[src/bpu_pkg.sv]
/*
 * Shared sizes, encodings and bus structs of the branch prediction unit.
 * Imported by every RTL block and by the testbench.
 */
`default_nettype none

package bpu_pkg;

	// --------------------
	// Table geometry
	// --------------------
	localparam int BTB_IDX_W   = 4;
	localparam int BTB_TAG_W   = 10;
	localparam int BTB_DEPTH   = 2 ** BTB_IDX_W;
	localparam int BHT_IDX_W   = 6;
	localparam int BHT_DEPTH   = 2 ** BHT_IDX_W;
	localparam int RAS_DEPTH   = 8;
	localparam int RAS_PTR_W   = $clog2(RAS_DEPTH);
	// Sweep long enough for the larger table
	localparam int INIT_CYCLES = 64;
	localparam int INIT_CNT_W  = $clog2(INIT_CYCLES);

	// Word address, PC bits 31..2
	typedef logic [29:0] waddr_t;

	// --------------------
	// Encodings
	// --------------------
	typedef enum logic [1:0] {BR_NONE, BR_IMM, BR_IND, BR_COND} branch_type_e;

	typedef enum logic [2:0] {
		CMP_EQ, CMP_NE, CMP_LT, CMP_GT, CMP_LE, CMP_GE, CMP_LTU, CMP_GTU
	} cmp_type_e;

	typedef enum logic [1:0] {CLS_PCREL, CLS_ABS, CLS_CALL, CLS_RET} br_class_e;

	typedef enum logic {ST_INIT, ST_RUN} ctrl_state_e;

	// --------------------
	// Buses
	// --------------------
	typedef struct packed {
		logic         valid;
		branch_type_e branch_type;
		cmp_type_e    cmp_type;
		logic         link;
		logic [25:0]  inst;   // off16 | rj | rd, off26 high part in 9..0
	} decode_info_t;

	typedef struct packed {
		logic   taken;
		waddr_t npc;
	} predict_t;

	typedef struct packed {
		logic        flush;
		logic        br_taken;
		waddr_t      pc;
		logic [31:0] br_target;
		br_class_e   br_class;
		logic        btb_we;
		logic        bht_we;
		logic        ras_push;
		logic        ras_pop;
	} update_t;

	typedef struct packed {
		logic                 we;
		logic [BTB_IDX_W-1:0] idx;
		logic [BTB_TAG_W-1:0] tag;
		logic                 valid;
		waddr_t               target;
		br_class_e            cls;
	} btb_wr_t;

	typedef struct packed {
		logic                 we;
		logic [BHT_IDX_W-1:0] idx;
		logic                 taken;
		logic                 clear;  // load weakly not-taken
	} bht_wr_t;

endpackage

`default_nettype wire

[src/bpu_bht.sv]
/*
 * Direction table of 2-bit saturating counters indexed by PC bits 7..2.
 * The upper counter bit is returned one cycle after the lookup.
 */
`timescale 1ns/1ns
`default_nettype none

module bpu_bht import bpu_pkg::*; (
	input  logic        clk,
	input  logic        arst_n_i,
	input  logic        lookup_en_i,
	input  logic [31:0] lookup_pc_i,
	input  bht_wr_t     wr_i,
	output logic        taken_o
);

	logic [1:0]           cnt_q [BHT_DEPTH];
	logic [1:0]           cnt_cur;
	logic [1:0]           cnt_nxt;
	logic [BHT_IDX_W-1:0] rd_idx;

	assign rd_idx  = lookup_pc_i[BHT_IDX_W+1:2];
	assign cnt_cur = cnt_q[wr_i.idx];

	// Saturate at 0 and 3
	always_comb begin
		cnt_nxt = cnt_cur;
		if (wr_i.clear)
			cnt_nxt = 2'b01;
		else if (wr_i.taken && cnt_cur != 2'b11)
			cnt_nxt = cnt_cur + 2'b01;
		else if (!wr_i.taken && cnt_cur != 2'b00)
			cnt_nxt = cnt_cur - 2'b01;
	end

	always_ff @(posedge clk) begin
		if (wr_i.we)
			cnt_q[wr_i.idx] <= cnt_nxt;
	end

	always_ff @(posedge clk or negedge arst_n_i) begin
		if (!arst_n_i)
			taken_o <= 1'b0;
		else
			taken_o <= lookup_en_i & cnt_q[rd_idx][1];
	end

endmodule

`default_nettype wire

[src/bpu_bpf.sv]
/*
 * Branch feedback. Resolves direction, target, link address and class of
 * the branch in execute, flags mispredictions and raises the training
 * requests. Purely combinational.
 */
`timescale 1ns/1ns
`default_nettype none

module bpu_bpf import bpu_pkg::*; (
	input  logic [31:0] res_pc_i,
	input  logic [31:0] rj_i,
	input  logic [31:0] rd_i,
	input  logic [31:0] csr_target_i,
	input  decode_info_t decode_i,
	input  predict_t    predict_i,
	input  logic        stall_i,
	input  logic        csr_flush_i,
	output update_t     update_o,
	output logic [31:0] pc_link_o
);

	branch_type_e br_type;
	logic [15:0]  off16;
	logic [4:0]   rj_idx;
	logic [4:0]   rd_idx;
	logic [31:0]  offs16;
	logic [31:0]  offs26;
	logic         taken;
	logic [31:0]  target;
	br_class_e    cls;
	logic         dir_miss;
	logic         tgt_miss;

	assign br_type = decode_i.branch_type;
	assign off16   = decode_i.inst[25:10];
	assign rj_idx  = decode_i.inst[9:5];
	assign rd_idx  = decode_i.inst[4:0];

	// Word offsets, sign extended
	assign offs16 = {{14{off16[15]}}, off16, 2'b00};
	assign offs26 = {{4{decode_i.inst[9]}}, decode_i.inst[9:0], off16, 2'b00};

	// --------------------
	// Direction
	// --------------------
	always_comb begin
		taken = 1'b0;
		if (br_type == BR_COND) begin
			case (decode_i.cmp_type)
				CMP_EQ:  taken = (rj_i == rd_i);
				CMP_NE:  taken = (rj_i != rd_i);
				CMP_LT:  taken = ($signed(rj_i) <  $signed(rd_i));
				CMP_GT:  taken = ($signed(rj_i) >  $signed(rd_i));
				CMP_LE:  taken = ($signed(rj_i) <= $signed(rd_i));
				CMP_GE:  taken = ($signed(rj_i) >= $signed(rd_i));
				CMP_LTU: taken = (rj_i < rd_i);
				CMP_GTU: taken = (rj_i > rd_i);
				default: taken = 1'b0;
			endcase
		end else if (br_type != BR_NONE) begin
			taken = 1'b1;
		end
	end

	// --------------------
	// Target and class
	// --------------------
	always_comb begin
		case (br_type)
			BR_IMM:  target = res_pc_i + offs26;
			BR_IND:  target = rj_i + offs16;
			BR_COND: target = taken ? res_pc_i + offs16 : res_pc_i + 32'd4;
			default: target = res_pc_i + 32'd4;
		endcase
	end

	// Call takes priority over the return form
	always_comb begin
		if (decode_i.link || (br_type == BR_IND && rd_idx == 5'd1))
			cls = CLS_CALL;
		else if (br_type == BR_IND && rj_idx == 5'd1 && off16 == '0)
			cls = CLS_RET;
		else if (br_type == BR_IMM || br_type == BR_IND)
			cls = CLS_ABS;
		else
			cls = CLS_PCREL;
	end

	assign pc_link_o = res_pc_i + 32'd4;

	// --------------------
	// Misprediction and training
	// --------------------
	assign dir_miss = (predict_i.taken != taken);
	assign tgt_miss = predict_i.taken & taken & (predict_i.npc != target[31:2]);

	always_comb begin
		update_o.flush     = (decode_i.valid & ~stall_i & (dir_miss | tgt_miss)) | csr_flush_i;
		update_o.br_taken  = taken;
		update_o.pc        = res_pc_i[31:2];
		update_o.br_target = csr_flush_i ? csr_target_i : target;
		update_o.br_class  = cls;
		update_o.btb_we    = decode_i.valid & taken;
		update_o.bht_we    = decode_i.valid & (br_type == BR_COND);
		update_o.ras_push  = decode_i.valid & taken & (cls == CLS_CALL);
		update_o.ras_pop   = decode_i.valid & (cls == CLS_RET);
	end

endmodule

`default_nettype wire

[src/bpu_btb.sv]
/*
 * Direct-mapped branch target buffer. Lookup result is registered and
 * valid the cycle after lookup_en_i; writes land at the same edge.
 */
`timescale 1ns/1ns
`default_nettype none

module bpu_btb import bpu_pkg::*; (
	input  logic        clk,
	input  logic        arst_n_i,
	input  logic        lookup_en_i,
	input  logic [31:0] lookup_pc_i,
	input  btb_wr_t     wr_i,
	output logic        hit_o,
	output waddr_t      target_o,
	output br_class_e   class_o
);

	logic                 valid_q  [BTB_DEPTH];
	logic [BTB_TAG_W-1:0] tag_q    [BTB_DEPTH];
	waddr_t               target_q [BTB_DEPTH];
	br_class_e            class_q  [BTB_DEPTH];

	logic [BTB_IDX_W-1:0] rd_idx;
	logic [BTB_TAG_W-1:0] rd_tag;

	// Index from PC bits 5..2, tag from the bits above
	assign rd_idx = lookup_pc_i[BTB_IDX_W+1:2];
	assign rd_tag = lookup_pc_i[BTB_IDX_W+BTB_TAG_W+1:BTB_IDX_W+2];

	always_ff @(posedge clk) begin
		if (wr_i.we) begin
			valid_q[wr_i.idx]  <= wr_i.valid;
			tag_q[wr_i.idx]    <= wr_i.tag;
			target_q[wr_i.idx] <= wr_i.target;
			class_q[wr_i.idx]  <= wr_i.cls;
		end
	end

	// --------------------
	// Registered lookup
	// --------------------
	always_ff @(posedge clk or negedge arst_n_i) begin
		if (!arst_n_i)
			hit_o <= 1'b0;
		else
			hit_o <= lookup_en_i && valid_q[rd_idx] && (tag_q[rd_idx] == rd_tag);
	end

	always_ff @(posedge clk) begin
		if (lookup_en_i) begin
			target_o <= target_q[rd_idx];
			class_o  <= class_q[rd_idx];
		end
	end

endmodule

`default_nettype wire

[src/bpu_ctrl.sv]
/*
 * Init/run control of the predictor. Sweeps both tables after reset,
 * raises ready, and passes training requests to the table write ports
 * only for resolves that commit.
 */
`timescale 1ns/1ns
`default_nettype none

module bpu_ctrl import bpu_pkg::*; (
	input  logic    clk,
	input  logic    arst_n_i,
	input  logic    resolve_valid_i,
	input  logic    stall_i,
	input  logic    csr_flush_i,
	input  logic    fetch_valid_i,
	input  update_t req_i,
	output logic    ready_o,
	output logic    lookup_en_o,
	output btb_wr_t btb_wr_o,
	output bht_wr_t bht_wr_o,
	output logic    ras_push_o,
	output logic    ras_pop_o
);

	ctrl_state_e            state_q;
	logic [INIT_CNT_W-1:0]  sweep_q;
	logic                   commit;

	always_ff @(posedge clk or negedge arst_n_i) begin
		if (!arst_n_i) begin
			state_q <= ST_INIT;
			sweep_q <= '0;
		end else if (state_q == ST_INIT) begin
			sweep_q <= sweep_q + 1'b1;
			if (sweep_q == INIT_CNT_W'(INIT_CYCLES - 1))
				state_q <= ST_RUN;
		end
	end

	assign ready_o     = (state_q == ST_RUN);
	assign lookup_en_o = ready_o & fetch_valid_i;
	assign commit      = ready_o & resolve_valid_i & ~stall_i & ~csr_flush_i;

	// --------------------
	// Table write ports
	// --------------------
	always_comb begin
		btb_wr_o   = '0;
		bht_wr_o   = '0;
		ras_push_o = 1'b0;
		ras_pop_o  = 1'b0;
		if (state_q == ST_INIT) begin
			// Invalidate entry and reset counter
			btb_wr_o.we    = 1'b1;
			btb_wr_o.idx   = sweep_q[BTB_IDX_W-1:0];
			bht_wr_o.we    = 1'b1;
			bht_wr_o.idx   = sweep_q[BHT_IDX_W-1:0];
			bht_wr_o.clear = 1'b1;
		end else if (commit) begin
			btb_wr_o.we     = req_i.btb_we;
			btb_wr_o.idx    = req_i.pc[BTB_IDX_W-1:0];
			btb_wr_o.tag    = req_i.pc[BTB_IDX_W +: BTB_TAG_W];
			btb_wr_o.valid  = 1'b1;
			btb_wr_o.target = req_i.br_target[31:2];
			btb_wr_o.cls    = req_i.br_class;
			bht_wr_o.we     = req_i.bht_we;
			bht_wr_o.idx    = req_i.pc[BHT_IDX_W-1:0];
			bht_wr_o.taken  = req_i.br_taken;
			ras_push_o      = req_i.ras_push;
			ras_pop_o       = req_i.ras_pop;
		end
	end

endmodule

`default_nettype wire

[src/bpu_ras.sv]
/*
 * Circular return address stack. Pushed on resolved calls, popped on
 * resolved returns; overflow drops the oldest entry.
 */
`timescale 1ns/1ns
`default_nettype none

module bpu_ras import bpu_pkg::*; (
	input  logic   clk,
	input  logic   arst_n_i,
	input  logic   push_i,
	input  waddr_t push_addr_i,
	input  logic   pop_i,
	output waddr_t top_o
);

	waddr_t               stack_q [RAS_DEPTH];
	logic [RAS_PTR_W-1:0] tos_q;
	logic [RAS_PTR_W-1:0] tos_inc;
	logic [RAS_PTR_W:0]   cnt_q;
	logic                 empty;
	logic                 full;

	assign tos_inc = tos_q + 1'b1;
	assign empty   = (cnt_q == '0);
	assign full    = (cnt_q == (RAS_PTR_W + 1)'(RAS_DEPTH));

	always_ff @(posedge clk or negedge arst_n_i) begin
		if (!arst_n_i) begin
			tos_q <= '0;
			cnt_q <= '0;
		end else if (push_i && pop_i) begin
			// Top replaced in place
			if (empty)
				cnt_q <= (RAS_PTR_W + 1)'(1);
		end else if (push_i) begin
			tos_q <= tos_inc;
			if (!full)
				cnt_q <= cnt_q + 1'b1;
		end else if (pop_i && !empty) begin
			tos_q <= tos_q - 1'b1;
			cnt_q <= cnt_q - 1'b1;
		end
	end

	always_ff @(posedge clk) begin
		if (push_i)
			stack_q[pop_i ? tos_q : tos_inc] <= push_addr_i;
	end

	assign top_o = empty ? '0 : stack_q[tos_q];

endmodule

`default_nettype wire

[src/bpu_top.sv]
/*
 * Branch prediction unit top. Fetch gets a prediction one cycle after
 * presenting its PC; execute gets the update bus in the same cycle.
 */
`timescale 1ns/1ns
`default_nettype none

module bpu_top import bpu_pkg::*; (
	input  logic         clk,
	input  logic         arst_n_i,
	input  logic         fetch_valid_i,
	input  logic [31:0]  fetch_pc_i,
	input  logic         resolve_valid_i,
	input  logic [31:0]  res_pc_i,
	input  logic [31:0]  rj_i,
	input  logic [31:0]  rd_i,
	input  decode_info_t decode_i,
	input  predict_t     res_predict_i,
	input  logic         stall_i,
	input  logic         csr_flush_i,
	input  logic [31:0]  csr_target_i,
	output logic         ready_o,
	output logic         predict_valid_o,
	output predict_t     predict_o,
	output update_t      update_o,
	output logic [31:0]  pc_link_o
);

	logic      lookup_en;
	btb_wr_t   btb_wr;
	bht_wr_t   bht_wr;
	logic      ras_push;
	logic      ras_pop;
	logic      btb_hit;
	waddr_t    btb_target;
	br_class_e btb_class;
	logic      bht_taken;
	waddr_t    ras_top;
	waddr_t    ras_top_q;
	waddr_t    fall_q;
	logic      pred_taken;

	bpu_ctrl u_ctrl (
		.clk, .arst_n_i, .resolve_valid_i, .stall_i, .csr_flush_i, .fetch_valid_i,
		.req_i(update_o), .ready_o, .lookup_en_o(lookup_en),
		.btb_wr_o(btb_wr), .bht_wr_o(bht_wr), .ras_push_o(ras_push), .ras_pop_o(ras_pop)
	);

	bpu_btb u_btb (
		.clk, .arst_n_i, .lookup_en_i(lookup_en), .lookup_pc_i(fetch_pc_i), .wr_i(btb_wr),
		.hit_o(btb_hit), .target_o(btb_target), .class_o(btb_class)
	);

	bpu_bht u_bht (
		.clk, .arst_n_i, .lookup_en_i(lookup_en), .lookup_pc_i(fetch_pc_i), .wr_i(bht_wr),
		.taken_o(bht_taken)
	);

	bpu_ras u_ras (
		.clk, .arst_n_i, .push_i(ras_push), .push_addr_i(pc_link_o[31:2]), .pop_i(ras_pop),
		.top_o(ras_top)
	);

	bpu_bpf u_bpf (
		.res_pc_i, .rj_i, .rd_i, .csr_target_i, .decode_i, .predict_i(res_predict_i),
		.stall_i, .csr_flush_i, .update_o, .pc_link_o
	);

	// --------------------
	// Prediction stage
	// --------------------
	always_ff @(posedge clk or negedge arst_n_i) begin
		if (!arst_n_i)
			predict_valid_o <= 1'b0;
		else
			predict_valid_o <= lookup_en;
	end

	// Stack top sampled with the tables
	always_ff @(posedge clk) begin
		if (lookup_en) begin
			ras_top_q <= ras_top;
			fall_q    <= fetch_pc_i[31:2] + 1'b1;
		end
	end

	// Counter only matters for PC-relative branches
	assign pred_taken = btb_hit & ((btb_class != CLS_PCREL) | bht_taken);

	always_comb begin
		predict_o.taken = pred_taken;
		if (!pred_taken)
			predict_o.npc = fall_q;
		else if (btb_class == CLS_RET)
			predict_o.npc = ras_top_q;
		else
			predict_o.npc = btb_target;
	end

endmodule

`default_nettype wire

[config.mk]
export PLATFORM = sky130hd
export DESIGN_NAME = bpu_top
export DESIGN_NICKNAME = d
export VERILOG_FILES = /design/src/bpu_pkg.sv /design/src/bpu_bht.sv /design/src/bpu_bpf.sv /design/src/bpu_btb.sv /design/src/bpu_ctrl.sv /design/src/bpu_ras.sv /design/src/bpu_top.sv
export SDC_FILE = /design/constraint.sdc
export NUM_CORES = 2
export LEC_CHECK = 0
export ABC_AREA = 1
export CAP_MARGIN = 0
export CORE_ASPECT_RATIO = 0.7
export CORE_MARGIN = 2
export CORE_UTILIZATION = 40
export DETAILED_ROUTE_END_ITERATION = 6
export DONT_BUFFER_PORTS = 1
export HOLD_SLACK_MARGIN = 0.15
export SLEW_MARGIN = 20
export SYNTH_ARGS = -nofsm -noshare
export SYNTH_HDL_FRONTEND = slang
export SYNTH_SLANG_ARGS = --single-unit
[constraint.sdc]
create_clock -name clk -period 9 [get_ports clk]
set_input_delay 1.8 -clock clk [delete_from_list [all_inputs] [get_ports clk]]
set_output_delay 1.8 -clock clk [all_outputs]
set_load 0.02 [all_outputs]
# [Yosys cells after proc, flatten, opt, wreduce, memory -nomap -nowiden]
# Memories as Yosys holds them, arrays and structs flattened. A register that Yosys moved wholly into a read port is not among the register bits.
# Cells that the tools add are included.
[word_totals] ff_bits=47 mem_bits_rw=1056 inputBits=230 mem_count=6
[classes] addsub=12 order_cmp=6 n_eq_ne=25 n_mux=40 bitwise_logic=20 n_reduce_logical=23
[memory_table] name="u_btb.target_q" words=16 width=30 read_ports=1 rd_ports_with_merged_regs=1 wr=1 line_no="bpu_btb.sv:21" source="waddr_t target_q [BTB_DEPTH];"
[memory_table] name="u_ras.stack_q" words=8 width=30 read_ports=1 rd_ports_with_merged_regs=1 wr=1 line_no="bpu_ras.sv:17" source="waddr_t stack_q [RAS_DEPTH];"
[memory_table] name="u_btb.tag_q" words=16 width=10 read_ports=1 rd_ports_with_merged_regs=0 wr=1 line_no="bpu_btb.sv:20" source="logic [BTB_TAG_W-1:0] tag_q [BTB_DEPTH];"
[memory_table] name="u_bht.cnt_q" words=64 width=2 read_ports=2 rd_ports_with_merged_regs=0 wr=1 line_no="bpu_bht.sv:17" source="logic [1:0] cnt_q [BHT_DEPTH];"
[memory_table] name="u_btb.class_q" words=16 width=2 read_ports=1 rd_ports_with_merged_regs=1 wr=1 line_no="bpu_btb.sv:22" source="br_class_e class_q [BTB_DEPTH];"
[memory_table] name="u_btb.valid_q" words=16 width=1 read_ports=1 rd_ports_with_merged_regs=0 wr=1 line_no="bpu_btb.sv:19" source="logic valid_q [BTB_DEPTH];"
[op_table] cell="32-bit adder" count=3
[op_table] cell="32-bit one-hot mux with 3 select lines" count=1
[op_table] cell="32-bit greater-than comparator" count=2
[op_table] cell="32-bit < comparator" count=2
[op_table] cell="32-bit two-way mux" count=2
[op_table] cell="30-bit two-way mux" count=2
[op_table] cell="48-bit two-way mux" count=1
[op_table] cell="43-bit two-way mux" count=1
[op_table] cell="32-bit by 3-bit adder with 32-bit output, second input constant" count=1
[op_table] cell="32-bit == test" count=1
[op_table] cell="32-bit >= comparator" count=1
[op_table] cell="32-bit <= comparator" count=1
[op_table] cell="32-bit inequality test" count=1
[op_table] cell="30-bit by 1-bit adder with 30-bit output, second input constant" count=1
[op_table] cell="30-bit inequality test" count=1
[op_table] cell="4-bit two-way mux" count=5
[op_table] cell="16-bit logical NOT" count=1
[op_table] cell="1-bit two-way mux" count=16
[op_table] cell="1-bit bitwise AND" count=14
[op_table] cell="3-bit == test, second input constant" count=4
[op_table] cell="10-bit == test" count=1
[op_table] cell="2-bit == test, second input constant" count=5
[op_table] cell="5-bit by 1-bit == test with 1-bit output, second input constant" count=2
[op_table] cell="2-bit two-way mux" count=5
[op_table] cell="other kinds (32)" count=52

# [Depth between registers and ports, before layout]
[depth] depth_word=13 mapped_depth=35

# [By module]
# Synthesis repeated with hierarchy kept, for this count alone.
[hier_totals] hier_cells=5865 hier_area_um2=57594.0
[by_module_without_submodules] module="bpu_btb" instances=1 cells_each=2101 area_each_um2=28275.9
[by_module_without_submodules] module="bpu_ras" instances=1 cells_each=890 area_each_um2=10192.3
[by_module_without_submodules] module="bpu_bpf" instances=1 cells_each=1572 area_each_um2=8411.8
[by_module_without_submodules] module="bpu_bht" instances=1 cells_each=739 area_each_um2=6512.5
[by_module_without_submodules] module="bpu_top" instances=1 cells_each=398 area_each_um2=3360.7
[by_module_without_submodules] module="bpu_ctrl" instances=1 cells_each=165 area_each_um2=840.8

# [Least setup slack after synthesis]
# Ideal clock, no wire load.
[synth_path] path_kind="input -> register" start="input port csr_flush_i" end="memory u_bht.cnt_q[0][1], data pin" setup_ns=0.681 t_arrival_ns=6.953 slack_ns=1.367 path_stages=17 n_path_buf=2 path_cell_list="buf_2 -> nor3_4 -> inv_2 -> o22ai_2 -> nor2_1 -> buf_2 -> a22oi_1 -> a21oi_1 -> a211oi_1 -> a21oi_1 -> nor4_2 -> inv_1 -> ha_1 -> nand3b_1 -> o21ai_0 -> a21oi_1 -> nor3_1"
[synth_between] elab_chain_len=10 elab_cells_between_ends=16 cone_classes="2 x add/sub; 1 x eq/ne; 6 x mux; 2 x bitwise; 4 x reduce/logical; 1 x memory"
[synth_rtl] element="start: declaration" line_no="bpu_top.sv:20" source="input logic csr_flush_i,"
[synth_rtl] element="1-bit inverter *" line_no="bpu_ctrl.sv:42" source="assign commit = ready_o & resolve_valid_i & ~stall_i & ~csr_flush_i;"
[synth_rtl] element="1-bit bitwise AND *" line_no="bpu_ctrl.sv:42"
[synth_rtl] element="8-bit two-way mux *" line_no="bpu_ctrl.sv:59" source="end else if (commit) begin"
[synth_rtl] element="branches (longest 5 deep; another with memory read 64 x 2 bit)"
[synth_rtl] element="2-bit two-way mux *" line_no="bpu_bht.sv:30" source="else if (wr_i.taken && cnt_cur != 2'b11)"
[synth_rtl] element="2-bit two-way mux *" line_no="bpu_bht.sv:28" source="if (wr_i.clear)"
[synth_rtl] element="net u_bht.cnt_nxt[1]" line_no="bpu_bht.sv:19" source="logic [1:0] cnt_nxt;"
[synth_rtl] element="end: declaration" line_no="bpu_bht.sv:17"
# Mark *: on every way through the listed nets, which the timed path passes.

==> key figures <==
Timing
  • Setup tns final: 0 ns
  • Worst slew pin tran: 1.204 ns
  • Unrepaired setup endpoints after global routing: no
  • # setup viols final: 0
  • Fin crit period: 7.941 ns
  • Crit share post-route: 0.8823
  • Rel. slew slack: 0.1938
  • Hold Fails Final Rpt: 0
  • Fin Clk Skew: 0.06287 ns
  • Slew Viols, Final: 0
  • Hold Slack: 0.4694 ns
  • Max Freq: 125.9 MHz

Synthesis
  • Predominant post-synthesis flop cell: edfxtp_1
  • Cell with the most instances after synthesis: edfxtp_1
  • Cells after synthesis: 5211
  • Post-synthesis net count: 5561
  • FF+latch count, synth: 1165
  • Ys Warns: 0
  • Post-Syn Area: 55050 um^2
  • EDFF count, synth: 1148
  • Fraction of registers with async set/reset: 0.01459
  • Synth top area cells: edfxtp_1, nand2_1, o21ai_0
  • Syn_area_per_cell: 10.56 um^2
  • Count of cell types in the netlist: 68
  • Commonest cells in the netlist: edfxtp_1, nand2_1, nor2_1
  • Synth top area share: 0.6262
  • Largest area contributor in the synthesized netlist: edfxtp_1
  • Part of the Yosys area used for sequential elements: 0.6339

Critical path
  • WS Path Type: in2out
  • Crit-path max FO: 4
  • Worst Path Required: 7.20 ns
  • Critical Path End Type: primary output
  • Worst setup SP type: input port
  • Crit path DAT: 6.14 ns

Routing
  • Post-Route WL: 183300 um
  • DR iter-0 viols: 5095
  • DR vias/cell: 5.815
  • Via count: 40.98k
  • Routed Antenna Nets: 0
  • Drt wl/cell: 26.01 um
  • DRC viols: 0
  • DRT Pass-1 Iters: 6

Clock tree
  • H-Tree Depth: 3
  • Clock root buffer: clkbuf_16
  • CTS buffer count: 104
  • Clk slew on worst S/H paths: 0.07 ns
  • Clock Sinks: 1165
  • CTS tree: done
  • Setup Fix Bufs, Post-CTS: 0
  • Max Buffers Root-to-Sink: 3
  • CTS Hold Bufs: 0
  • Post-CTS Resized: 0
  • Clk Latency, worst-skew pair: 0.75 ns

Cells and area
  • Multi-input logic area: 18060 um^2
  • Final instance area: 60450 um^2
  • Area delta synth->final: 9.800%
  • Final net count: 5466
  • Reg area: 34900 um^2
  • Share of cells above drive strength 1: 0.06538
  • Final non-filler cell total: 7047
  • Fillers: 12.81k

Die
  • DIE AREA: 140700 um^2
  • # IOs: 365
  • Starting density of the core: 0.4044
  • Die width: 447.4 um
  • Chip Height: 314.4 um
  • Core region area: 136200 um^2
  • FP Rows: 113

Place
  • # placed instances: 6850
  • Placed cell areas: 57060 um^2
  • Port bufs: 0
  • Placer Congestion: 1.016
  • DP HPWL: 117700 um

Power
  • Pleak: 20.18 nW
  • Design Power: 11.24 mW
  • Worst VDD drop: 0.0001670 V
  • PD cells: 186.0 nW/um^2

Global routing
  • Antenna violations before repair: 13
  • Tot GR Track Use: 0.2555
  • Global-route wire length before repair: 261900 um
  • Grt ovf: 0
  • Number of global-route vias before repair: 36.94k
  • Largest net degree at the start of global routing: 383

Hold path
  • HP Class: reg2reg

Flow run
  • # Max-Cap Violations: 0

Outcome
  • Outcome: complete, no violations
==> flip-flops by register name (all words and copies together) (netlist names) <==
signal and count:
fall_q 30, predict_valid_o 1, ras_top_q 30, u_bht.cnt_q 128, u_bht.taken_o 1, u_btb.class_o 2
u_btb.class_q 32, u_btb.hit_o 1, u_btb.tag_q 160, u_btb.target_o 30, u_btb.target_q 480, u_btb.valid_q 16
u_ctrl.ready_o 1, u_ctrl.sweep_q 6, u_ras.cnt_q 4, u_ras.stack_q 240, u_ras.tos_q 3
==> logic make-up after synthesis <==
| logic type | after synthesis | share of synthesized area |
|---|---|---|
| DFF | 1165 | 0.6339 |
| AOI/OAI and AO/OA | 1175 | 0.1221 |
| and+or+nand+nor | 2077 | 0.1581 |
| adders and majority gates | 120 | 0.02768 |
| xor gates and xnor gates | 95 | 0.01511 |
| buffers and inverters | 579 | 0.04304 |
==> critical path: stages <==
cell and delay (ns):
ha_1 0.27, fa_1 0.43, nand3_1 0.09, nand3_1 0.10, inv_1 0.08, o21ai_0 0.17, nand2_1 0.12, nand2_1 0.11
a21oi_1 0.26, o21bai_1 0.16, o21ai_0 0.63, nand2_1 0.17, o21ai_0 0.62, nand3b_1 0.13, nand2_1 0.11, nand2_1 0.05
nor2_1 0.08, nand2_1 0.05, nor2_1 0.27, nand2_1 0.10, nand2_1 0.06, nand2_1 0.07, nand2_1 0.06, nand2_1 0.13
==> stage by stage <==
step                        util  setup slack [ns]
after CTS                 0.4437             1.322
final                     0.4440             1.059
after global routing      0.4439            0.7758
after floorplan                -             1.367
after global placement    0.4191             1.249
after detailed placement  0.4191             1.334
==> metal layers <==
layer  wire, um  vias up  global-route usage
li1           -    18510                   -
met1      82740    20204              0.3891
met2      77520     2011              0.3651
met3      19200      244             0.06422
met4       3755       12             0.05666
met5         79        -                   0
==> power by group <==
part	switching [mW]	internal, mW	leakage, nW
Clock	2.05	2.38	1.62
Sequential	0	5.89	8.94
Combinational	0.667	0.259	9.61
Total	2.71	8.53	20.2
==> final timing paths <==
| kind | start | end | slack [ns] | depth (start not counted) |
|---|---|---|---|---|
| min in group asynchronous | arst_n_i | u_ras.tos_q[1] | 0.76 | 0 |
| hold reg to reg | u_ctrl.sweep_q[4] | u_ctrl.sweep_q[4] | 0.47 | 1 |
| max in group asynchronous | arst_n_i | u_ctrl.sweep_q[2] | 8.09 | 0 |
| setup / recovery | rj_i[2] | update_o[69] | 1.06 | 24 |
| setup reg to reg | u_ctrl.ready_o | u_bht.cnt_q[25][0] | 2.88 | 19 |
| hold / removal | u_ctrl.sweep_q[4] | u_ctrl.sweep_q[4] | 0.47 | 1 |
==> placed cells by master, fill, tap and decap left out, types with 15 or more instances in the layout <==
master,count
clkbuf_1,18
a22oi_1,27
nand3_1,251
edfxtp_1,1148
o21ai_0,503
nand2_1,953
o221ai_1,34
clkinv_1,32
a21oi_1,287
ha_1,117
o22ai_1,106
nor4_1,21
nor3_1,42
a221oi_1,50
nand3b_1,16
a31oi_1,71
a21oi_2,16
nand4_1,77
nor2_4,18
dfrtp_1,15
clkbuf_16,104
xor2_1,70
xnor2_1,23
clkinv_2,18
nor2_1,642
inv_1,275
buf_4,80
==> cell type report <==
class,count,share of cell area
sequential,1165,0.5774
timing repair buffer,85,0.01159
antenna,7,0.0002898
clock inverter,68,0.01130
inverter,293,0.01840
multi-input combinational,3467,0.2988
tap,1840,0.03809
clock buffer,122,0.04417
(Power assumes the default switching activity.)
